## src/rtl/serial_rf_cfg.svh

```systemverilog
`ifndef SERIAL_RF_CFG_SVH
`define SERIAL_RF_CFG_SVH

// Architectural register width
`define RF_DATA_W 32

// RAM word width, one nibble per access
`define RF_NIB_W 4

// Nibbles that make up one register
`define RF_NIBBLES 8

// Region bit + 5-bit index + 3-bit nibble
`define RF_ADDR_W 9

// Words in the register RAM
`define RF_DEPTH 512

`endif
```

## src/rtl/serial_rf_pkg.sv

```systemverilog
`default_nettype none

`include "serial_rf_cfg.svh"

package serial_rf_pkg;

   // General purpose registers, region bit low
   typedef struct packed {
      logic                    region;
      logic [`RF_ADDR_W-5:0]   idx;
      logic [2:0]              nib;
   } rf_gpr_addr_t;

   // CSR storage, region bit high and the middle bits unused
   typedef struct packed {
      logic       region;
      logic [2:0] zero;
      logic [1:0] slot;
      logic [2:0] nib;
   } rf_csr_addr_t;

   typedef union packed {
      rf_gpr_addr_t gpr;
      rf_csr_addr_t csr;
   } rf_addr_u;

   // CSR slots in the upper region
   localparam logic [1:0] CSR_MSCRATCH = 2'd0;
   localparam logic [1:0] CSR_MTVEC    = 2'd1;
   localparam logic [1:0] CSR_MEPC     = 2'd2;
   localparam logic [1:0] CSR_MTVAL    = 2'd3;

endpackage

`default_nettype wire

```

## src/rtl/serial_rf.sv

```systemverilog
`timescale 1ns/100ps
`default_nettype none

`include "serial_rf_cfg.svh"

module serial_rf (
   input  wire        i_clk,
   input  wire        i_rst,
   // rd write port
   input  wire        i_rd_wen,
   input  wire [4:0]  i_rd_waddr,
   input  wire        i_rd,
   // CSR access
   input  wire        i_csr_en,
   input  wire [1:0]  i_csr_sel,
   input  wire        i_csr,
   output logic       o_csr,
   // Trap registers
   input  wire        i_mepc_wen,
   input  wire        i_mepc,
   input  wire        i_mtval_wen,
   input  wire        i_mtval,
   // Read side
   input  wire        i_rreq,
   output logic       o_rgnt,
   input  wire [4:0]  i_rs1_raddr,
   output logic       o_rs1,
   input  wire [4:0]  i_rs2_raddr,
   output logic       o_rs2
);

   import serial_rf_pkg::*;

   logic                 wen;
   rf_addr_u             waddr;
   logic [`RF_NIB_W-1:0] wdata;
   rf_addr_u             raddr;
   logic [`RF_NIB_W-1:0] rdata;

   rf_write_sched u_wr (
      .i_clk       (i_clk),
      .i_rst       (i_rst),
      .i_rd_wen    (i_rd_wen),
      .i_rd_waddr  (i_rd_waddr),
      .i_rd        (i_rd),
      .i_csr_en    (i_csr_en),
      .i_csr_sel   (i_csr_sel),
      .i_csr       (i_csr),
      .i_mepc_wen  (i_mepc_wen),
      .i_mepc      (i_mepc),
      .i_mtval_wen (i_mtval_wen),
      .i_mtval     (i_mtval),
      .o_wen       (wen),
      .o_waddr     (waddr),
      .o_wdata     (wdata)
   );

   rf_read_sched u_rd (
      .i_clk       (i_clk),
      .i_rst       (i_rst),
      .i_rreq      (i_rreq),
      .i_rs1_raddr (i_rs1_raddr),
      .i_rs2_raddr (i_rs2_raddr),
      .i_csr_en    (i_csr_en),
      .i_csr_sel   (i_csr_sel),
      .i_rdata     (rdata),
      .o_raddr     (raddr),
      .o_rgnt      (o_rgnt),
      .o_rs1       (o_rs1),
      .o_rs2       (o_rs2),
      .o_csr       (o_csr)
   );

   rf_ram u_ram (
      .i_clk   (i_clk),
      .i_wen   (wen),
      .i_waddr (waddr),
      .i_wdata (wdata),
      .i_raddr (raddr),
      .o_rdata (rdata)
   );

endmodule

`default_nettype wire

```

## src/rtl/rf_read_sched.sv

```systemverilog
`timescale 1ns/100ps
`default_nettype none

`include "serial_rf_cfg.svh"

module rf_read_sched (
   input  wire                           i_clk,
   input  wire                           i_rst,
   input  wire                           i_rreq,
   input  wire [4:0]                     i_rs1_raddr,
   input  wire [4:0]                     i_rs2_raddr,
   input  wire                           i_csr_en,
   input  wire [1:0]                     i_csr_sel,
   input  wire [`RF_NIB_W-1:0]           i_rdata,
   output serial_rf_pkg::rf_addr_u       o_raddr,
   output logic                          o_rgnt,
   output logic                          o_rs1,
   output logic                          o_rs2,
   output logic                          o_csr
);

   import serial_rf_pkg::*;

   // Read phases: rs1, rs2, csr, spare
   logic [3:0]                     phase;
   logic [$clog2(`RF_NIBBLES)-1:0] nib;
   logic [2:0]                     req_dly;
   logic [1:0]                     slot_r;
   logic [4:0]                     rs1_idx;
   logic [4:0]                     rs2_idx;

   // Lengths differ by one so all three streams leave together
   logic [`RF_NIB_W+1:0] rs1_sr;
   logic [`RF_NIB_W:0]   rs2_sr;
   logic [`RF_NIB_W-1:0] csr_sr;

   always_ff @(posedge i_clk) begin
      if (i_rst) begin
         phase   <= 4'b0000;
         nib     <= '0;
         req_dly <= 3'b000;
         o_rgnt  <= 1'b0;
         slot_r  <= CSR_MSCRATCH;
      end else begin
         {o_rgnt, req_dly} <= {req_dly, i_rreq};
         if (i_rreq) begin
            phase  <= 4'b0001;
            nib    <= '0;
            slot_r <= i_csr_sel;
         end else if (phase[3]) begin
            nib   <= nib + 1'b1;
            phase <= (nib == `RF_NIBBLES-1) ? 4'b0000 : 4'b0001;
         end else begin
            phase <= {phase[2:0], 1'b0};
         end
      end
   end

   always_ff @(posedge i_clk) begin
      if (i_rreq) begin
         rs1_idx <= i_rs1_raddr;
         rs2_idx <= i_rs2_raddr;
      end
      // RAM data arrives one phase after its address
      rs1_sr <= phase[1] ? {i_rdata, rs1_sr[2:1]} : {1'b0, rs1_sr[`RF_NIB_W+1:1]};
      rs2_sr <= phase[2] ? {i_rdata, rs2_sr[1]}   : {1'b0, rs2_sr[`RF_NIB_W:1]};
      csr_sr <= phase[3] ? i_rdata                : {1'b0, csr_sr[`RF_NIB_W-1:1]};
   end

   always_comb begin
      o_raddr = '0;
      if (phase[0] | phase[1]) begin
         o_raddr.gpr.region = 1'b0;
         o_raddr.gpr.idx    = phase[0] ? rs1_idx : rs2_idx;
         o_raddr.gpr.nib    = nib;
      end else begin
         o_raddr.csr.region = 1'b1;
         o_raddr.csr.zero   = 3'b000;
         o_raddr.csr.slot   = slot_r;
         o_raddr.csr.nib    = nib;
      end
   end

   assign o_rs1 = rs1_sr[0];
   assign o_rs2 = rs2_sr[0];
   assign o_csr = csr_sr[0] & i_csr_en;

   // Counters restart on a request, so requests must be spaced out
   a_rreq_spacing : assert property (
      @(posedge i_clk) disable iff (i_rst)
      i_rreq |=> !i_rreq [*(`RF_DATA_W+3)]
   ) else $error("read request inside previous read window");

endmodule

`default_nettype wire

```

## src/rtl/rf_write_sched.sv

```systemverilog
`timescale 1ns/100ps
`default_nettype none

`include "serial_rf_cfg.svh"

module rf_write_sched (
   input  wire                           i_clk,
   input  wire                           i_rst,
   input  wire                           i_rd_wen,
   input  wire [4:0]                     i_rd_waddr,
   input  wire                           i_rd,
   input  wire                           i_csr_en,
   input  wire [1:0]                     i_csr_sel,
   input  wire                           i_csr,
   input  wire                           i_mepc_wen,
   input  wire                           i_mepc,
   input  wire                           i_mtval_wen,
   input  wire                           i_mtval,
   output logic                          o_wen,
   output serial_rf_pkg::rf_addr_u       o_waddr,
   output logic [`RF_NIB_W-1:0]          o_wdata
);

   import serial_rf_pkg::*;

   // Phase order: mepc, mtval, csr, rd
   logic [3:0]                     phase;
   logic [$clog2(`RF_NIBBLES)-1:0] nib;
   logic                           fill;
   logic [3:0]                     en_r;
   logic [4:0]                     rd_idx;
   logic [1:0]                     slot_r;
   logic                           start;

   // Staggered so each nibble is whole when its phase comes round
   logic [`RF_NIB_W:0]   mepc_sr;
   logic [`RF_NIB_W+1:0] mtval_sr;
   logic [`RF_NIB_W+2:0] csr_sr;
   logic [`RF_NIB_W+3:0] rd_sr;

   assign start = (phase == 4'b0000) &
                  (i_rd_wen | i_csr_en | i_mepc_wen | i_mtval_wen);

   always_ff @(posedge i_clk) begin
      if (i_rst) begin
         phase <= 4'b0000;
         nib   <= '0;
         fill  <= 1'b0;
         en_r  <= 4'b0000;
      end else if (start) begin
         phase <= 4'b0001;
         nib   <= '0;
         fill  <= 1'b1;
         en_r  <= {i_rd_wen, i_csr_en, i_mtval_wen, i_mepc_wen};
      end else if (phase[3]) begin
         if (fill) begin
            // Warm-up lap done, real writes start with nibble 0
            fill  <= 1'b0;
            phase <= 4'b0001;
         end else if (nib == `RF_NIBBLES-1) begin
            phase <= 4'b0000;
            nib   <= '0;
         end else begin
            phase <= 4'b0001;
            nib   <= nib + 1'b1;
         end
      end else begin
         phase <= {phase[2:0], 1'b0};
      end
   end

   always_ff @(posedge i_clk) begin
      if (start) begin
         rd_idx <= i_rd_waddr;
         // mepc and mtval have their own ports
         slot_r <= (i_csr_sel == CSR_MTVEC) ? CSR_MTVEC : CSR_MSCRATCH;
      end
      mepc_sr  <= {i_mepc, mepc_sr[`RF_NIB_W:1]};
      mtval_sr <= {i_mtval, mtval_sr[`RF_NIB_W+1:1]};
      csr_sr   <= {i_csr, csr_sr[`RF_NIB_W+2:1]};
      rd_sr    <= {i_rd, rd_sr[`RF_NIB_W+3:1]};
   end

   always_comb begin
      o_waddr = '0;
      if (phase[3]) begin
         o_waddr.gpr.region = 1'b0;
         o_waddr.gpr.idx    = rd_idx;
         o_waddr.gpr.nib    = nib;
      end else begin
         o_waddr.csr.region = 1'b1;
         o_waddr.csr.zero   = 3'b000;
         o_waddr.csr.slot   = phase[0] ? CSR_MEPC  :
                              phase[1] ? CSR_MTVAL : slot_r;
         o_waddr.csr.nib    = nib;
      end
   end

   assign o_wdata = phase[0] ? mepc_sr[`RF_NIB_W-1:0]  :
                    phase[1] ? mtval_sr[`RF_NIB_W-1:0] :
                    phase[2] ? csr_sr[`RF_NIB_W-1:0]   : rd_sr[`RF_NIB_W-1:0];

   assign o_wen = !fill & |(en_r & phase);

   a_waddr_known : assert property (
      @(posedge i_clk) disable iff (i_rst)
      o_wen |-> !$isunknown(o_waddr)
   ) else $error("write issued with unknown address");

   // Last rd nibble lands 36 cycles in, idle on the next one
   a_burst_len : assert property (
      @(posedge i_clk) disable iff (i_rst)
      start |-> ##(`RF_DATA_W+5) (phase == 4'b0000)
   ) else $error("write burst did not finish on time");

endmodule

`default_nettype wire

```

## src/rtl/rf_ram.sv

```systemverilog
`timescale 1ns/100ps
`default_nettype none

`include "serial_rf_cfg.svh"

module rf_ram (
   input  wire                          i_clk,
   input  wire                          i_wen,
   input  wire serial_rf_pkg::rf_addr_u i_waddr,
   input  wire [`RF_NIB_W-1:0]          i_wdata,
   input  wire serial_rf_pkg::rf_addr_u i_raddr,
   output logic [`RF_NIB_W-1:0]         o_rdata
);

   import serial_rf_pkg::*;

   logic [`RF_NIB_W-1:0]  mem [0:`RF_DEPTH-1];
   logic [`RF_ADDR_W-1:0] wa;
   logic [`RF_ADDR_W-1:0] ra;

   // Flat word index from either address view
   assign wa = i_waddr;
   assign ra = i_raddr;

   // Read sees the old word on a same-address collision
   always_ff @(posedge i_clk) begin
      if (i_wen) begin
         mem[wa] <= i_wdata;
      end
      o_rdata <= mem[ra];
   end

   // Both schedulers must keep the unused CSR-view bits clear
   a_waddr_csr_zero : assert property (
      @(posedge i_clk)
      (i_wen && i_waddr.csr.region) |-> (i_waddr.csr.zero == 3'b000)
   ) else $error("write to CSR region with nonzero unused bits");

   a_raddr_csr_zero : assert property (
      @(posedge i_clk)
      i_raddr.csr.region |-> (i_raddr.csr.zero == 3'b000)
   ) else $error("read from CSR region with nonzero unused bits");

endmodule

`default_nettype wire

```

## config.mk

```make
export PLATFORM = sky130hd
export DESIGN_NAME = serial_rf
export DESIGN_NICKNAME = d
export VERILOG_FILES = /design/src/rtl/serial_rf_pkg.sv /design/src/rtl/serial_rf.sv /design/src/rtl/rf_read_sched.sv /design/src/rtl/rf_write_sched.sv /design/src/rtl/rf_ram.sv
export VERILOG_INCLUDE_DIRS = /design/src /design/src/rtl
export SDC_FILE = /design/constraint.sdc
export NUM_CORES = 2
export LEC_CHECK = 0
export ABC_AREA = 0
export BUFFER_PORTS_ARGS = -buffer_cell sky130_fd_sc_hd__buf_2
export CORE_UTILIZATION = 40
export DETAILED_ROUTE_END_ITERATION = 16
export PLACE_DENSITY = 0.67
export RECOVER_POWER = 100
export SLEW_MARGIN = 20
export SYNTH_ARGS = -nofsm -noshare
export SYNTH_HDL_FRONTEND = slang
export SYNTH_SLANG_ARGS = --single-unit
```

## constraint.sdc

```tcl
create_clock -name i_clk -period 13.2 [get_ports i_clk]
set_clock_uncertainty 0.15 [all_clocks]
set_input_delay 1.98 -clock i_clk [delete_from_list [all_inputs] [get_ports i_clk]]
set_output_delay 1.98 -clock i_clk [all_outputs]
set_load 0.03 [all_outputs]
```

Word-level counts from Yosys, hierarchy flattened
Memory sizes are Yosys's and may differ from the RTL's. A register that Yosys moved wholly into a read port is not among the register bits.
Index checks and enable logic that the tools add are counted.
Cells by class
  multiply operators: 0
  divide/modulo/power cells: 0
  equality and inequality tests: 3
  reduce and logical (&&, ||, !) cells: 7
  order comparisons: 0
  add/sub/neg operators: 2
  multiplexer cells: 24
  bitwise gates (word level): 9
  shift-type cells: 0
Operators by type and width (count)
  two-way mux 4 bit: 7
  two-way mux 9 bit: 2
  two-way mux 5 bit: 2
  two-way mux 1 bit: 9
  adder 3 x 1 -> 3 bit, second input constant: 2
  == test 3 bit, second input constant: 2
  two-way mux 3 bit: 2
  bitwise AND 4 bit: 1
  logical NOT 4 bit: 1
  two-way mux 2 bit: 2
  bitwise OR 1 bit: 4
  OR reduction 2 bit: 2
  OR reduction 4 bit: 1
  bitwise AND 1 bit: 3
  == test 2 x 1 -> 1 bit, second input constant: 1
  AND reduction 2 bit: 1
  nonzero test 2 bit: 1
  logical NOT 1 bit: 1
  NOT 1 bit: 1
Word-level totals
  bits in latches: 0
  memory bits (read-only): 0
  output and inout bits: 4
  memories kept: 1
  word-level logic and storage cells: 71
  input bits: 28
  memory bits (writable): 2048
  bits in registers: 83
Memory list
  u_ram.mem: depth 512, bits a word 4, read ports 1, clocked after memory_dff 1, wr ports 1, line rf_ram.sv:17  | logic [`RF_NIB_W-1:0] mem [0:`RF_DEPTH-1];

Logic depth before layout (Yosys ltp)
  word-level depth: 5
  gate-level depth with buffers: 11
  gate-level depth less buffers: 7

By module
From an unflattened synthesis, not the netlist that was laid out.
Second synthesis, totals
  cell total of the unflattened synthesis: 4610
  area total of the unflattened synthesis: 84334.6 µm²
Modules (own cells, without submodules)
  rf_ram: cells each 4403, instances 1, area an instance 81604.5 µm²
  rf_write_sched: cells each 115, instances 1, area an instance 1418.9 µm²
  rf_read_sched: cells each 92, instances 1, area an instance 1311.3 µm²

Worst setup path after synthesis
Ideal clock, no wire load.
  path type: reg2reg
  start: reg u_wr.phase[2]
  end: mem u_ram.mem[0][0] (netlist bit) (data pin)
  setup slack: -1.360 ns
  cell stages (with the launch flop): 6
  arrival time: 11.976 ns
  cells stage by stage: dfxtp_1 > clkbuf_1 > mux2i_1 > nor2_1 > a21oi_1 > o21ai_0
On the way
  word-level cells in the longest chain between the ends: 3
Ends and longest elaborated chain
  from (decl): line rf_write_sched.sv:27  | logic [3:0] phase;
  from (signal assigned): line rf_write_sched.sv:68  | phase <= {phase[2:0], 1'b0};
  two-way mux 4 bit: line rf_write_sched.sv:101  | phase[2] ? csr_sr[`RF_NIB_W-1:0] : rd_sr[`RF_NIB_W-1:0];
  two-way mux 4 bit: line rf_write_sched.sv:100  | phase[1] ? mtval_sr[`RF_NIB_W-1:0] :
  two-way mux 4 bit: line rf_write_sched.sv:99  | assign o_wdata = phase[0] ? mepc_sr[`RF_NIB_W-1:0] :
  named net u_ram.i_wdata[0]: line rf_ram.sv:10  | input wire [`RF_NIB_W-1:0] i_wdata,
  to (decl): line rf_ram.sv:17
The timed path passes the listed nets, and every way through them passes these cells.

Worst setup path after layout
  start: reg u_wr.phase[2]
  end: mem u_ram.mem[192][3] (netlist bit) (data pin)
Same word-level chain as after synthesis.

==> results.yml <==
clock_network:
  cts_tree: "done"
  htreeDepth: 3
  clock_latency_ns: 0.72
  postCtsResizedCells: 0
  clockBufferDepth: 3
  cts.sinks: 1238
  ctsHoldBuffers: 0
  numCtsBuffers: 116
  cts.reportedPaths.clkPinSlew_ns: 0.06
  cts_setup_buffers: 0
  cts-root-buf: "clkbuf_16"
routing:
  first_pass_iters: 5
  drc: 0
  route.vias.total: 23789
  wl_per_cell_um: 27.08
  drt-vias-per-instance: 5.695
  drt_iter0_drc: 2686
  drtAntennaViolNets: 0
  wl_um: 113100
global_routing:
  grt_usage_pct: 18.66
  grt_first_pass_wirelength_um: 167400
  grt_pass1_vias: 24337
  globalRouteOverflowTotal: 0
  antenna_found_initial: 4
  grt_max_degree: 202
synthesis:
  synth_top_area_cell: "edfxtp_1"
  ys_ff_latch: 1238
  synthXorXnorAreaFrac_pct: 0.01814
  syn-num-nets: 2446
  ys.warnings.count: 0
  ys_async_sr_fraction_pct: 0
  synth_cells: 2411
  synth_top_area_share_pct: 72.66
  synthAdderAreaFrac_pct: 0.1814
  synth_common_cells: "1,168 x edfxtp_1, 330 x nor2_1, 320 x mux4_2, 95 x nand2_1, 70 x dfxtp_1"
  synth-simple-area-share_pct: 4.710
  synth_top_family_by_area: "multiplexers"
  ys.flop_type: "edfxtp_1"
  synth-seq-area-share_pct: 75.56
  synth_edf_count: 1168
  synth-compound-area-share_pct: 1.317
  yosys-top-cells-area: "edfxtp_1 73%, mux4_2 15%, dfxtp_1 2.9%"
  synth.most_common_cell: "edfxtp_1"
  avgSynthCellArea_sq_um: 20.02
  synth_area_sq_um: 48270
  yosys-mux-area-fraction_pct: 16.39
  synthDistinctLibCells: 49
timing:
  maxSlewViolCount: 997
  layout_min_cycle_time_ns: 8.557
  max_freq_ghz: 0.1169
  hold_viol: 0
  tightest_slew_ns: 4.704
  setup_tns_ns: 0
  relSlewSlack_pct: -213.6
  setup_viol: 0
  min_period_over_period_pct: 64.83
  rsz0062_at_grt: "false"
die:
  die_x_um: 349.4
  die_height_um: 349.4
  ios: 32
  coreArea_sq_um: 119800
  initial_core_util_pct: 40.29
  dieArea_sq_um: 122100
  rows: 127
setup_path:
  regToRegSetupSlack_ns: 4.64
  worstPathRequired_ns: 12.93
  critical_path_class: "register to register"
  end_kind: "register"
  cp-start-kind: "register"
  crit_fanout: 99
  crit_arrival_ns: 8.28
placed_design:
  finalWeightedCongestion: 0.8089
  dp_hpwl_um: 68060
  dp_cells: 3958
  portBuffers: 31
power:
  power.density_nw_per_um2: 152.7
  power_mw: 8.220
  p_leak_nw: 16.07
  ir_drop_v: 0.0001230
final_layout:
  fin_cells: 4177
  fin_util_pct: 44.92
  fill_cells: 9986
  multi_input_area_sq_um: 10960
  drive_gt1_share_pct: 22.54
  areaGrowthSynthToFinish_pct: 11.49
  finalNetCount: 2499
  seq_area_sq_um: 36480
run:
  cap_violations: 24
worst_hold_path:
  hold_path_class: "register to register"
outcome:
  violations: "max-capacitance violations, max-slew violations"
  status: "finished, violations left"
## where the power goes
part | switching (mW) | internal, mW | total, mW
registers | 0.0165 | 4.49 | 4.50
clock network | 1.44 | 1.92 | 3.36
logic | 0.298 | 0.0552 | 0.353
## state kept, by name, summed over array words and instances, names as in the netlist, 6 cells and up
| register | cells |
|---|---|
| u_ram.mem | 1152 |
| u_wr.mtval_sr | 6 |
| u_rd.rs1_sr | 6 |
| u_wr.csr_sr | 7 |
| u_wr.rd_sr | 8 |
## through the flow
| stage | hold WS, ns | instance area (sq um) | worst slack (ns) |
|---|---|---|---|
| floorplan | 0.1596 | 48270 | 3.579 |
| finish | 0.1801 | 53820 | 4.643 |
| global placement | 0.1649 | 50050 | 8.076 |
| global route | 0.1950 | 53810 | 3.921 |
| CTS | 0.1790 | 53950 | 8.015 |
| detailed placement | 0.1661 | 50060 | 8.057 |
## cell families (layout without fill, tap and decap cells)
group,Yosys count,after routing
buf+inv,148,301
flops,1238,1238
compound gates,89,89
simple gates,542,542
xor+xnor,1,1
other cells,0,1
fa+ha+maj,7,7
mux,386,386
## layout by cell type, fill, tap and decap left out, drive strengths merged, types with 21 or more instances in the layout
cell	netlist	layout
clkbuf	63	198
o22ai	24	24
dfxtp	70	70
nand2	95	95
clkinv	0	36
edfxtp	1168	1168
nand3	43	43
nor2	330	330
mux2i	32	32
and2	21	21
buf	80	44
mux4	320	320
mux2	34	34
## worst max-delay path, stage by stage (launching register included)
cell,delay [ns]
dfxtp_1,0.55
mux2i_1,0.13
nor2_1,0.09
a21oi_1,0.07
o21ai_4,0.14
clkbuf_1,3.29
clkbuf_1,3.19
## worst paths after layout
check,start,to,depth (start not counted)
worst max register to register,u_wr.phase[2]$_SDFF_PP0_,u_ram.mem[192][3]$_DFFE_PP_,6
worst min register to register,u_wr.csr_sr[4]$_DFF_P_,u_wr.csr_sr[3]$_DFF_P_,0
worst max-delay path,u_wr.phase[2]$_SDFF_PP0_,u_ram.mem[192][3]$_DFFE_PP_,6
worst min-delay path,u_wr.csr_sr[4]$_DFF_P_,u_wr.csr_sr[3]$_DFF_P_,0
## cell type report
| class | count | share of cell area, % |
|---|---|---|
| sequential | 1238 | 67.79 |
| timing repair buffer | 78 | 0.8300 |
| tap | 1612 | 3.748 |
| antenna | 1 | 0.004650 |
| inverter | 5 | 0.03487 |
| clock inverter | 54 | 1.049 |
| clock buffer | 164 | 6.187 |
| multi-input combinational | 1025 | 20.36 |
## layer usage
layer,track usage [%],up-vias,wire [um]
met1,25.94,12486,45620
met3,3.402,239,9438
li1,-,9863,-
met2,28.91,1201,53220
met4,8.119,0,4828
met5,0,-,0
Note: power is estimated with default switching activity, not from simulation.
